<file path="config.mk">
export PLATFORM = sky130hd
export DESIGN_NAME = reg_file
export DESIGN_NICKNAME = d
export VERILOG_FILES = /design/src/hw/alu_pkg.sv /design/src/hw/reg_file.sv
export VERILOG_INCLUDE_DIRS = /design/src /design/src/hw
export SDC_FILE = /design/constraint.sdc
export NUM_CORES = 2
export LEC_CHECK = 0
export BUFFER_PORTS_ARGS = -buffer_cell sky130_fd_sc_hd__buf_2
export CORE_ASPECT_RATIO = 0.7
export CORE_MARGIN = 5
export CORE_UTILIZATION = 55
export DETAILED_ROUTE_END_ITERATION = 7
export PLACE_DENSITY = 0.71
export SYNTH_ARGS = -nofsm -noshare
export SYNTH_HDL_FRONTEND = slang
export SYNTH_SLANG_ARGS = --single-unit
</file>
<file path="constraint.sdc">
create_clock -name clk -period 8.3 [get_ports clk]
set_clock_uncertainty 0.15 [all_clocks]
set_input_delay 0.415 -clock clk [delete_from_list [all_inputs] [get_ports clk]]
set_output_delay 0.415 -clock clk [all_outputs]
set_load 0.02 [all_outputs]
</file>
<file path="src/hw/alu_params.svh">
`ifndef ALU_PARAMS_SVH
`define ALU_PARAMS_SVH

////////////////////
// Datapath sizes
////////////////////

// Integer register width
`define XLEN 64

// Architectural register count, x0 included
`define NUM_REGS 32

// Register index width
`define REG_AW 5

////////////////////
// Opcodes
////////////////////

// Register-register arithmetic, M-extension included
`define OPC_OP 7'b0110011

// Register-immediate arithmetic
`define OPC_OP_IMM 7'b0010011

`endif

</file>
<file path="src/hw/alu_pkg.sv">
`default_nettype none

`include "alu_params.svh"

package alu_pkg;

    ////////////////////
    // Instruction word
    ////////////////////

    // R-type layout
    typedef struct packed {
        logic [6:0]         funct7;
        logic [`REG_AW-1:0] rs2;
        logic [`REG_AW-1:0] rs1;
        logic [2:0]         funct3;
        logic [`REG_AW-1:0] rd;
        logic [6:0]         opcode;
    } r_type_t;

    // I-type layout, imm overlays funct7 and rs2
    typedef struct packed {
        logic [11:0]        imm;
        logic [`REG_AW-1:0] rs1;
        logic [2:0]         funct3;
        logic [`REG_AW-1:0] rd;
        logic [6:0]         opcode;
    } i_type_t;

    typedef union packed {
        r_type_t r_fields;
        i_type_t i_fields;
    } instr_t;

    ////////////////////
    // Op select
    ////////////////////

    // One-hot, op_add is bit 0 and op_remu is bit 14
    typedef struct packed {
        logic op_remu;
        logic op_rem;
        logic op_divu;
        logic op_div;
        logic op_mul;
        logic op_sra;
        logic op_srl;
        logic op_sll;
        logic op_and;
        logic op_or;
        logic op_xor;
        logic op_sltu;
        logic op_slt;
        logic op_sub;
        logic op_add;
    } alu_op_t;

    ////////////////////
    // Stage structs
    ////////////////////

    // Decoder to execute unit
    typedef struct packed {
        logic               valid;
        alu_op_t            op_sel;
        logic [`REG_AW-1:0] rd;
        logic [`REG_AW-1:0] rs1;
        logic [`REG_AW-1:0] rs2;
        logic               use_rs2;
        logic [`XLEN-1:0]   op1;
        logic [`XLEN-1:0]   op2;
    } issue_t;

    // Execute unit to register file and outputs
    typedef struct packed {
        logic               valid;
        logic [`REG_AW-1:0] rd;
        logic [`XLEN-1:0]   data;
    } wb_t;

endpackage

`default_nettype wire

</file>
<file path="src/hw/reg_file.sv">
`timescale 1ns/1ps
`default_nettype none

`include "alu_params.svh"

module reg_file (
    input  logic               clk,
    input  logic               rst,
    input  logic [`REG_AW-1:0] rs1_addr,
    input  logic [`REG_AW-1:0] rs2_addr,
    output logic [`XLEN-1:0]   rs1_data,
    output logic [`XLEN-1:0]   rs2_data,
    input  alu_pkg::wb_t       wb
);

    // x1 to x31 only, x0 has no storage
    logic [`XLEN-1:0] regs [1:`NUM_REGS-1];

    // The write landing this edge is forwarded, so an instruction
    // two slots behind the producer still sees the new value
    function automatic logic [`XLEN-1:0] read_port(input logic [`REG_AW-1:0] addr);
        logic [`XLEN-1:0] data;
        if (addr == '0) data = '0;
        else if (wb.valid && (wb.rd == addr)) data = wb.data;
        else data = regs[addr];
        return data;
    endfunction

    assign rs1_data = read_port(rs1_addr);
    assign rs2_data = read_port(rs2_addr);

    always_ff @(posedge clk) begin
        if (rst) begin
            for (int i = 1; i < `NUM_REGS; i++) begin
                regs[i] <= '0;
            end
        end else if (wb.valid && (wb.rd != '0)) begin
            regs[wb.rd] <= wb.data;
        end
    end

endmodule

`default_nettype wire

</file>
After elaboration in Yosys (flattened, before gate mapping). Memories as Yosys holds them, arrays and structs flattened. Index checks and enable logic that the tools add are counted.

Divide/modulo/power cells: 0. Equality and inequality tests: 2. $add $sub $neg: 0. Order comparisons: 0. Shifts and indexed selects: 0. Mux-type cells: 12. Reduce and logical (&&, ||, !) cells: 7. $mul: 0. Bitwise operators: 0.

Operators with widths (number): 64-bit two-way mux (5); 64-bit OR reduction (1); 5-bit equality test (2); 5-bit zero test (2); 1-bit two-way mux (6); 5-bit two-way mux (1); 5-bit nonzero test (1); 1-bit logical AND (3).

Bits in registers: 0. Memory bits (read-only): 0. Memories: 1. Bits of input ports: 82. Latch bits: 0. Memory bits (writable): 1984. Output and inout bits: 128.

Memories: regs (words 31, width 64, rd ports 2, clocked after Yosys merged registers in 0, wr ports 31, RTL line reg_file.sv:17) `` logic [`XLEN-1:0] regs [1:`NUM_REGS-1]; ``.

Logic depth before layout (Yosys ltp).
Depth in word-level cells: 7. Mapped depth: 10. Gate-level depth less buffers: 5.

Worst setup path after synthesis. No wires, ideal clock.

Path kind: input -> register. Start: input port wb[66] (netlist name). End: memory regs[7][0] (netlist name), enable pin. Setup time: 0.394 ns. Path buffers: 2. Required time: 7.756 ns. Data arrival time: 2.358 ns. Setup slack: 5.398 ns. Stages: 5. Cell sequence: clkbuf_1 -> or3b_1 -> nor2_1 -> clkbuf_1 -> or2_2.

RTL lines: start, declared (RTL line reg_file.sv:13) `input alu_pkg::wb_t wb`; end, declared (RTL line reg_file.sv:17).

Worst setup path in the final report.
Start: input port rs2_addr[3]. End: output port rs2_data[60].

Word-level cells in the longest chain between the ends: 4.

Ends and longest elaborated chain: start, declared (RTL line reg_file.sv:10) `` input logic [`REG_AW-1:0] rs2_addr, ``; parallel branches: the longest is 3 deep, another holds memory read 31 x 64 bit; 64-bit two-way mux (*) (RTL line reg_file.sv:23) `if (addr == '0) data = '0;`; end, declared (RTL line reg_file.sv:12) `` output logic [`XLEN-1:0] rs2_data, ``.

Mark *: on every way between the ends.

==> impl_metrics.env <==
export IMPL_cts_sinks=2048
export IMPL_end_kind="primary output"
export IMPL_grtUsageTotal_pct=38.3
export IMPL_cp_max_fo=22
export IMPL_cts_buffers=198
export IMPL_largest_register_ffs=2048
export IMPL_root_buffer="clkbuf_16"
export IMPL_finalHoldViolCount=0
export IMPL_numPortBuffers=209
export IMPL_cap_violations=0
export IMPL_reg_top3="regs x2048"
export IMPL_grt_pass1_wl_mm=551
export IMPL_grt_setup_unrepaired="no"
export IMPL_via_per_inst=7.51
export IMPL_place_inst=9203
export IMPL_critPathArrivalTime_ps=4490
export IMPL_start_util_pct=55.2
export IMPL_io_pins=210
export IMPL_synth_edf_count=2048
export IMPL_rows=136
export IMPL_slew_headroom_pct=9.91
export IMPL_wl_per_cell_um=41.2
export IMPL_fin_crit_sh_pct=60.9
export IMPL_cts_resized=0
export IMPL_p_per_area_nw_per_um2=207
export IMPL_grt_overflow=0
export IMPL_worstSetupStartpointType="input pin"
export IMPL_wl_mm=398
export IMPL_grt_pass1_vias=69600
export IMPL_avgSynthCellArea_um2=15.5
export IMPL_fillCellCount=14300
export IMPL_drive_gt1_share_pct=24.8
export IMPL_die_x_um=540
export IMPL_synth_distinct_cells=48
export IMPL_h_tree_depth=4
export IMPL_worst_slew_pin_slew_ps=1350
export IMPL_area_growth_pct=9.05
export IMPL_antenna_left=0
export IMPL_fin_ws_ps=3240
export IMPL_hold_depth=1
export IMPL_die_h_um=381
export IMPL_async_flop_share_pct=0
export IMPL_fmax_ghz=0.198
export IMPL_drc_errors=0
export IMPL_drt_iter0_drc=16000
export IMPL_drtPass1Iterations=8
export IMPL_clock_path_buffers=3
export IMPL_hold_path_class="input pin to flip-flop"
export IMPL_ys_seq_area_share_pct=56.9
export IMPL_synthFlopType="edfxtp_1"
export IMPL_yosys_warnings=0
export IMPL_tns_ps=0
export IMPL_ys_ff_latch=2048
export IMPL_peakVddDrop_v=0.000237
export IMPL_regMostFlops="regs"
export IMPL_maxSlewViolCount=0
export IMPL_min_period_ps=5060
export IMPL_synth_cells=6951
export IMPL_post_place_ws_ps=3150
export IMPL_fin_cells=9654
export IMPL_required_ps=7740
export IMPL_critPathKind="input pin to primary output"
export IMPL_cts_tree="built"
export IMPL_synth_area_um2=108000
export IMPL_dieArea_um2=205000
export IMPL_p_leak_nw=40.3
export IMPL_vias=72500
export IMPL_core_area_um2=196000
export IMPL_gp_congestion=0.880
export IMPL_finalSetupViolations=0
export IMPL_grt_max_degree=114
export IMPL_antenna_found_initial=54
export IMPL_nNetsFinal=6923
export IMPL_clkTransAtPathRegs_ps=60
export IMPL_hpwl_mm=217
export IMPL_run_status="finished clean"
==> cells in the mapped netlist, types with 3 or more instances <==
cell type,n,area share (%)
a211oi_1,57,0.40
a21oi_1,42,0.19
a22o_1,116,0.94
a22oi_1,106,0.74
a32oi_1,4,0.032
and2_1,1987,12
buf_1,58,0.20
buf_2,115,0.53
buf_4,39,0.27
buf_6,15,0.16
clkbuf_1,563,2.0
edfxtp_1,2048,57
mux2_2,9,0.094
mux2i_1,184,1.7
mux4_2,1015,21
nand2_1,85,0.30
nand2b_1,18,0.10
nand3_1,47,0.22
nand3b_1,7,0.049
nor2_1,44,0.15
nor2b_1,8,0.046
nor3_1,32,0.15
nor4_1,35,0.20
o2111ai_1,10,0.081
o211a_1,7,0.065
o211ai_1,3,0.021
o21ai_0,7,0.032
o221ai_1,13,0.11
o22ai_1,212,1.2
or2_2,31,0.18
or3_1,4,0.023
xnor2_1,6,0.049
xor2_1,4,0.032
==> critical path, stage by stage <==
cell	delay, ps
buf_2	410
buf_4	390
buf_4	380
nor2b_4	130
nand2_4	480
buf_4	510
o22ai_1	150
nor4_1	1020
a22o_1	350
buf_2	200
==> routing by layer <==
metal | up-vias | part of all wire [%] | track usage (%) | routed length, um
met1 | 36600 | 33 | 52.3 | 133000
met2 | 7691 | 43 | 53.9 | 169000
li1 | 26800 | - | - | -
met3 | 1454 | 18 | 14.9 | 71300
met5 | - | 0.038 | 0.0928 | 150
met4 | 18 | 6.2 | 19.4 | 24600
==> logic make-up after synthesis <==
logic type / share of synthesized area [%]
flops: 56.9
mux: 23.0
xor+xnor: 0.0811
simple gates: 13.0
other cells: 0.00347
compound gates: 3.89
buf+inv: 3.13
==> worst paths after layout <==
path | endpoint | slack (ps) | startpoint
max | rs2_data[60] | 3240 | rs2_addr[3]
min | regs[0][35] | 60 | wb[35]
==> power by group <==
part | internal (mW) | total (mW) | leakage [nW] | switching, mW
clock network | 4.87 | 8.92 | 3.01 | 4.05
registers | 12.0 | 12.3 | 19.5 | 0.305
logic | 1.25 | 3.25 | 17.8 | 2.00
==> cell usage in the layout, fill, tap and decap left out, types with 6 or more instances in the layout <==
master / count
or2_4: 31
mux4_2: 1015
buf_12: 11
nand2b_1: 14
nor3_1: 31
buf_4: 139
a21oi_1: 42
nand3b_1: 7
edfxtp_1: 2048
and2_1: 1985
clkbuf_1: 44
a211oi_1: 57
dlygate4sd3_1: 60
nor2_4: 34
clkinv_2: 42
o221ai_1: 13
nor2_1: 10
a22o_1: 116
o2111ai_1: 10
diode_2: 36
conb_1: 64
nand3_1: 46
o21ai_0: 7
buf_2: 201
nand2_1: 80
mux2_2: 9
o211a_1: 7
o22ai_1: 212
clkbuf_16: 202
xnor2_1: 6
nor4_1: 35
bufinv_16: 14
mux2i_1: 184
clkinv_1: 41
a22oi_1: 106
==> metrics by stage <==
step | hold WS, ps | utilization [%] | area [um2] | total power, mW
4_1_cts | 7.85 | 60.1 | 118000 | 24.3
3_5_place_dp | 777 | 56.7 | 111000 | 15.6
3_3_place_gp | 765 | 56.7 | 111000 | 15.5
2_1_floorplan | 364 | - | 108000 | 14.3
6_report | 63.9 | 60.1 | 118000 | 24.4
5_1_grt | 47.2 | 60.1 | 118000 | 24.9
==> timing repair <==
item / in CTS / in global routing
hold buffers: 60 / 0
setup buffers: 0 / 0
hold endpoints to repair: 60 / 0
==> layout make-up <==
type                       instances  area [um2]  area share [%]
tap                             2622        3280            2.79
clock inverter                   109         892           0.757
sequential                      2048       61500            52.2
timing repair buffer             417        2960            2.51
multi-input combinational       4174       43800            37.2
clock buffer                     246        5220            4.43
antenna                           36        90.1          0.0765
inverter                           2        7.51         0.00637
No activity file was read; power rests on OpenSTA's default activity.
