<file path="config.mk">
export PLATFORM = sky130hd
export DESIGN_NAME = instr_decoder
export DESIGN_NICKNAME = d
export VERILOG_FILES = /design/src/hw/alu_pkg.sv /design/src/hw/instr_decoder.sv
export VERILOG_INCLUDE_DIRS = /design/src /design/src/hw
export SDC_FILE = /design/constraint.sdc
export NUM_CORES = 1
export LEC_CHECK = 0
export BUFFER_PORTS_ARGS = -buffer_cell sky130_fd_sc_hd__buf_4
export CAP_MARGIN = 20
export CORE_AREA = 2 2 129 131
export CTS_BUF_LIST = sky130_fd_sc_hd__clkbuf_4
export DETAILED_ROUTE_END_ITERATION = 12
export DIE_AREA = 0 0 131 133
export SETUP_SLACK_MARGIN = 0.3
export SYNTH_ARGS = -nofsm -noshare
export SYNTH_HDL_FRONTEND = slang
export SYNTH_SLANG_ARGS = --single-unit
</file>
<file path="constraint.sdc">
create_clock -name clk -period 2.8 [get_ports clk]
set_clock_uncertainty 0.2 [all_clocks]
set_input_delay 0.56 -clock clk [delete_from_list [all_inputs] [get_ports clk]]
set_output_delay 0.56 -clock clk [all_outputs]
set_load 0.05 [all_outputs]
</file>
<file path="src/hw/alu_params.svh">
`ifndef ALU_PARAMS_SVH
`define ALU_PARAMS_SVH

////////////////////
// Datapath sizes
////////////////////

// Integer register width
`define XLEN 64

// Architectural register count, x0 included
`define NUM_REGS 32

// Register index width
`define REG_AW 5

////////////////////
// Opcodes
////////////////////

// Register-register arithmetic, M-extension included
`define OPC_OP 7'b0110011

// Register-immediate arithmetic
`define OPC_OP_IMM 7'b0010011

`endif

</file>
<file path="src/hw/alu_pkg.sv">
`default_nettype none

`include "alu_params.svh"

package alu_pkg;

    ////////////////////
    // Instruction word
    ////////////////////

    // R-type layout
    typedef struct packed {
        logic [6:0]         funct7;
        logic [`REG_AW-1:0] rs2;
        logic [`REG_AW-1:0] rs1;
        logic [2:0]         funct3;
        logic [`REG_AW-1:0] rd;
        logic [6:0]         opcode;
    } r_type_t;

    // I-type layout, imm overlays funct7 and rs2
    typedef struct packed {
        logic [11:0]        imm;
        logic [`REG_AW-1:0] rs1;
        logic [2:0]         funct3;
        logic [`REG_AW-1:0] rd;
        logic [6:0]         opcode;
    } i_type_t;

    typedef union packed {
        r_type_t r_fields;
        i_type_t i_fields;
    } instr_t;

    ////////////////////
    // Op select
    ////////////////////

    // One-hot, op_add is bit 0 and op_remu is bit 14
    typedef struct packed {
        logic op_remu;
        logic op_rem;
        logic op_divu;
        logic op_div;
        logic op_mul;
        logic op_sra;
        logic op_srl;
        logic op_sll;
        logic op_and;
        logic op_or;
        logic op_xor;
        logic op_sltu;
        logic op_slt;
        logic op_sub;
        logic op_add;
    } alu_op_t;

    ////////////////////
    // Stage structs
    ////////////////////

    // Decoder to execute unit
    typedef struct packed {
        logic               valid;
        alu_op_t            op_sel;
        logic [`REG_AW-1:0] rd;
        logic [`REG_AW-1:0] rs1;
        logic [`REG_AW-1:0] rs2;
        logic               use_rs2;
        logic [`XLEN-1:0]   op1;
        logic [`XLEN-1:0]   op2;
    } issue_t;

    // Execute unit to register file and outputs
    typedef struct packed {
        logic               valid;
        logic [`REG_AW-1:0] rd;
        logic [`XLEN-1:0]   data;
    } wb_t;

endpackage

`default_nettype wire

</file>
<file path="src/hw/instr_decoder.sv">
`timescale 1ns/1ps
`default_nettype none

`include "alu_params.svh"

module instr_decoder (
    input  logic                clk,
    input  logic                rst,
    input  logic                instr_valid,
    input  alu_pkg::instr_t     instr,
    output logic [`REG_AW-1:0]  rs1_addr,
    output logic [`REG_AW-1:0]  rs2_addr,
    input  logic [`XLEN-1:0]    rs1_data,
    input  logic [`XLEN-1:0]    rs2_data,
    output alu_pkg::issue_t     issue,
    output logic                illegal
);

    import alu_pkg::*;

    logic [6:0]       opcode;
    logic [2:0]       funct3;
    logic [6:0]       funct7;
    logic [5:0]       funct6;
    logic [`XLEN-1:0] imm_ext;
    alu_op_t          op_sel;
    logic             use_rs2;
    logic             bad;
    issue_t           issue_next;

    // Same word, read through both views
    assign opcode  = instr.r_fields.opcode;
    assign funct3  = instr.r_fields.funct3;
    assign funct7  = instr.r_fields.funct7;
    assign funct6  = instr.i_fields.imm[11:6];
    assign imm_ext = {{(`XLEN-12){instr.i_fields.imm[11]}}, instr.i_fields.imm};

    assign rs1_addr = instr.r_fields.rs1;
    assign rs2_addr = instr.r_fields.rs2;

    ////////////////////
    // Op decode
    ////////////////////

    always_comb begin
        op_sel  = '0;
        use_rs2 = 1'b0;
        bad     = 1'b0;
        case (opcode)
            `OPC_OP: begin
                use_rs2 = 1'b1;
                case (funct7)
                    7'b0000000: begin
                        case (funct3)
                            3'b000:  op_sel.op_add  = 1'b1;
                            3'b001:  op_sel.op_sll  = 1'b1;
                            3'b010:  op_sel.op_slt  = 1'b1;
                            3'b011:  op_sel.op_sltu = 1'b1;
                            3'b100:  op_sel.op_xor  = 1'b1;
                            3'b101:  op_sel.op_srl  = 1'b1;
                            3'b110:  op_sel.op_or   = 1'b1;
                            default: op_sel.op_and  = 1'b1;
                        endcase
                    end
                    7'b0100000: begin
                        case (funct3)
                            3'b000:  op_sel.op_sub = 1'b1;
                            3'b101:  op_sel.op_sra = 1'b1;
                            default: bad = 1'b1;
                        endcase
                    end
                    7'b0000001: begin
                        // mulh variants are not supported
                        case (funct3)
                            3'b000:  op_sel.op_mul  = 1'b1;
                            3'b100:  op_sel.op_div  = 1'b1;
                            3'b101:  op_sel.op_divu = 1'b1;
                            3'b110:  op_sel.op_rem  = 1'b1;
                            3'b111:  op_sel.op_remu = 1'b1;
                            default: bad = 1'b1;
                        endcase
                    end
                    default: bad = 1'b1;
                endcase
            end
            `OPC_OP_IMM: begin
                case (funct3)
                    3'b000: op_sel.op_add  = 1'b1;
                    3'b010: op_sel.op_slt  = 1'b1;
                    3'b011: op_sel.op_sltu = 1'b1;
                    3'b100: op_sel.op_xor  = 1'b1;
                    3'b110: op_sel.op_or   = 1'b1;
                    3'b111: op_sel.op_and  = 1'b1;
                    // Shift immediates, imm[5:0] is shamt
                    3'b001: begin
                        if (funct6 == 6'b000000) op_sel.op_sll = 1'b1;
                        else bad = 1'b1;
                    end
                    default: begin
                        if (funct6 == 6'b000000) op_sel.op_srl = 1'b1;
                        else if (funct6 == 6'b010000) op_sel.op_sra = 1'b1;
                        else bad = 1'b1;
                    end
                endcase
            end
            default: bad = 1'b1;
        endcase
    end

    ////////////////////
    // Issue register
    ////////////////////

    always_comb begin
        issue_next.valid   = instr_valid & ~bad;
        issue_next.op_sel  = op_sel;
        issue_next.rd      = instr.r_fields.rd;
        issue_next.rs1     = rs1_addr;
        issue_next.rs2     = rs2_addr;
        issue_next.use_rs2 = use_rs2;
        issue_next.op1     = rs1_data;
        issue_next.op2     = use_rs2 ? rs2_data : imm_ext;
    end

    always_ff @(posedge clk) begin
        issue   <= issue_next;
        illegal <= instr_valid & bad;
        if (rst) begin
            issue.valid <= 1'b0;
            illegal     <= 1'b0;
        end
    end

endmodule

`default_nettype wire

</file>
Word-level counts from Yosys, hierarchy flattened
Index checks and enable logic that the tools add are counted.
Widths: inputs -> output; s select.
- equal/unequal tests: 12
- mux-type cells: 29
- bitwise logic cells: 3
- reduce and logical (&&, ||, !) cells: 10
- operators by type and width (kind ; count):
    $mux 64 ; 1
    $mux 1 ; 21
    $pmux 8 s2 ; 1
    $eq 7x6->1 const B ; 2
    $reduce_or 7->1 ; 2
    $eq 3x3->1 const B ; 4
    $eq 7x1->1 const B ; 1
    $eq 7x5->1 const B ; 1
    $logic_not 7->1 ; 1
    $mux 7 ; 1
    $eq 3x2->1 const B ; 2
    $eq 6x5->1 const B ; 1
    $logic_not 6->1 ; 1
    $pmux 1 s2 ; 3
    $reduce_or 6->1 ; 1
    $reduce_or 5->1 ; 1
    $reduce_and 2->1 ; 2
    $eq 3x1->1 const B ; 1
    $logic_not 3->1 ; 1
    $pmux 1 s3 ; 1
    $and 1x1->1 ; 2
    $mux 2 ; 1
    $reduce_or 2->1 ; 1
    $not 1->1 ; 1
- register bits: 161
- bits of input ports: 163
- word-level logic and storage cells: 77

Logic depth before layout (Yosys ltp)
- word-level depth: 7
- gate-level depth with buffers: 6
- mapped depth without buffers: 5

Least setup slack after synthesis
Ideal clock, no wire load.
- path type: input -> register
- from: in instr[26] (netlist bit)
- to: reg issue[151] (netlist bit)
- library setup time: 0.066 ns
- arrival time: 1.863 ns
- path slack: 0.671 ns
- cell stages on the path: 4
- buffers on the path: 0
- cell sequence: or4_4 -> o41a_1 -> or3_4 -> nor2_1
- RTL lines (what ; RTL line ; source):
    start, declared ; instr_decoder.sv:10 ; input alu_pkg::instr_t instr,
    end signal, assigned ; instr_decoder.sv:126 ; issue <= issue_next;
    end, declared ; instr_decoder.sv:15 ; output alu_pkg::issue_t issue,

==> flow_metrics.tcl <==
set metrics [dict create \
    intPower_mw 3.44 \
    synth_ff_type "dfxtp_1" \
    cpMostUsedCell "dlygate4sd3_1" \
    seqPwrFrac 0.490 \
    finalSetupViolCount 0 \
    fill_cells 1324 \
    startpoint_type "input port" \
    holdWs_ns 0.0868 \
    drt-pass1-iter-count 4 \
    yosys-top-cells-area "dfxtp_1, a21o_1, buf_4" \
    clk_path_buf_depth 2 \
    slew_headroom 0.298 \
    synth_warnings 0 \
    yosysTopAreaCellShare 0.769 \
    worst_slack_ns 0.393 \
    htree_levels 4 \
    ys_seq_elements 161 \
    synth_commonest_cells "dfxtp_1, a21o_1, nand2_1, clkbuf_1, nor2_1" \
    grt_max_degree 54 \
    p_switching_mw 1.54 \
    cp_cell_sequence "dlygate4sd3_1 -> buf_4 -> o41a_1 -> nand3b_1 -> nor3_1 -> dlygate4sd3_1" \
    hold_class "in2reg" \
    syn-num-nets 477 \
    fin_area_um2 8670 \
    path_class "in2reg" \
    cp_data_required_time_ns 3.11 \
    multi_input_area_um2 828 \
    syn_avg_cell_area_um2 13.3 \
    crit_fanout 8 \
    synth.most_common_cell "dfxtp_1" \
    place_ws_ns 0.346 \
    die_w_um 131 \
    wire_per_inst_um 15.5 \
    cts_inserted_buffers 17 \
    layout.nets 956 \
    p_leak_nw 4.30 \
    initial_core_util 0.259 \
    syn-instance-count 314 \
    cp-end-kind "flop" \
    num_rows 47 \
    worst_pin_slew_ns 1.05 \
    cts_tree "done" \
    period_needed_ns 2.41 \
    drcViolationCount 0 \
    grt_pass1_vias 4399 \
    worstPathArrival_ns 2.71 \
    grt_pass1_wl_mm 23.0 \
    max-cap-violations 0 \
    p_sw_frac 0.309 \
    clk_pin_slew_ns 0.13 \
    root_buffer "clkbuf_4" \
    fp.dieArea_um2 17400 \
    track_usage 0.176 \
    via_per_inst 4.05 \
    hold_viol_final 0 \
    io_pins 334 \
    rsz0062_at_grt "false" \
    critical_path.slowest_cell "dlygate4sd3_1" \
    hpwl_mm 10.2 \
    combPwrFrac 0.217 \
    portBuffers 333 \
    critPathTopFamily "buffers and inverters" \
    synth_edf_count 0 \
    cts_setup_buffers 0 \
    antenna_found_initial 1 \
    overflow 0 \
    cts_hold_buf 151 \
    yosysSeqAreaShare 0.769 \
    synth_top_cell_by_area "dfxtp_1" \
    vias 4158 \
    ir_worst_vdd_uv 287 \
    clkPwrFrac 0.293 \
    syn-cell-area_um2 4190 \
    drtAntennaViolNets 0 \
    max_stage_delay_ns 0.56 \
    cts_resized 0 \
    seqCellArea_um2 3220 \
    cp_num_buf_inv 3 \
    drive_above_1_share 0.465 \
    drt-initial-drc-count 107 \
    tns_ns 0 \
    outcome "completed" \
    place_area_um2 6850 \
    clock_sinks 161 \
    fmax_ghz 0.415 \
    finalCritPeriodShare 0.860 \
    powerDensity_nw_per_um2 574 \
    wirelength_mm 15.9 \
    synth.distinct_cells 33 \
    area_growth_pct 107 \
    die_h_um 133 \
    slew_violations 0 \
    async_flop_share 0 \
    gpl.final_weighted_congestion 0.802 \
    core_area_um2 16200 \
]
-- metal layers --
metal / share of wire / track usage / up-vias / wire (um)
met1: 0.38 / 0.189 / 1927 / 6030
met5: 0 / 0 / - / 0
met3: 0.078 / 0.0594 / 30 / 1240
li1: - / - / 1992 / -
met4: 0.023 / 0.0786 / 0 / 366
met2: 0.52 / 0.308 / 209 / 8250
-- power groups by stage --
stage	clock [mW]	sequential, mW	combinational [mW]
after floorplan	0	2.89	0.103
final	1.46	2.44	1.08
after CTS	1.51	2.44	1.07
after global placement	0	2.49	0.892
after detailed placement	0	2.49	0.899
after global routing	1.61	2.45	1.12
-- final cells by class --
| class | count | area share |
|---|---|---|
| tap | 220 | 0.0317 |
| clock inverter | 14 | 0.0195 |
| timing repair buffer | 485 | 0.465 |
| multi-input combinational | 126 | 0.0955 |
| sequential | 161 | 0.372 |
| clock buffer | 18 | 0.0156 |
| antenna | 1 | 0.000289 |
| inverter | 2 | 0.000866 |
-- layout by cell type (no fill, tap or decap), types with 2 or more instances in the layout --
| cell type | n |
|---|---|
| a21o_1 | 53 |
| a21oi_1 | 2 |
| buf_4 | 333 |
| bufinv_16 | 2 |
| clkbuf_4 | 18 |
| clkinv_4 | 2 |
| dfxtp_1 | 161 |
| dlygate4sd3_1 | 151 |
| inv_6 | 5 |
| inv_8 | 2 |
| mux2_2 | 5 |
| nand2_1 | 20 |
| nand2b_1 | 3 |
| nand3b_1 | 2 |
| nor2_1 | 11 |
| nor2b_1 | 2 |
| nor3_1 | 6 |
| nor3b_1 | 3 |
| o21ai_0 | 3 |
-- cells by family after synthesis --
kind of cell,after synthesis,share of synthesized area
DFF,161,0.769
AOI/OAI and AO/OA,61,0.108
and+or+nand+nor,60,0.0758
buffers and inverters,27,0.0334
muxes,5,0.0134
-- registers in the layout, summed over array words and instances, names as in the netlist --
name,cells
illegal,1
issue,160
-- per-stage QoR --
step                      std cells  utilization  power (mW)
after floorplan                 314            -        2.99
after global placement          843        0.424        3.38
after detailed placement        843        0.424        3.39
after CTS                      1026        0.536        5.03
after global routing           1027        0.536        5.19
final                          1027        0.536        4.98
-- path summary, 6_finish.rpt --
check | startpoint | end | slack (ns) | cells after the start
worst min-delay path | instr[14] | issue[153] | 0.09 | 3
worst max-delay path | instr[25] | issue[148] | 0.39 | 6
-- tightest hold or removal path, stage by stage --
cell	delay, ns
buf_4	0.14
nand2_1	0.06
nor4_1	0.04
No activity file was read; power rests on OpenSTA's default activity.
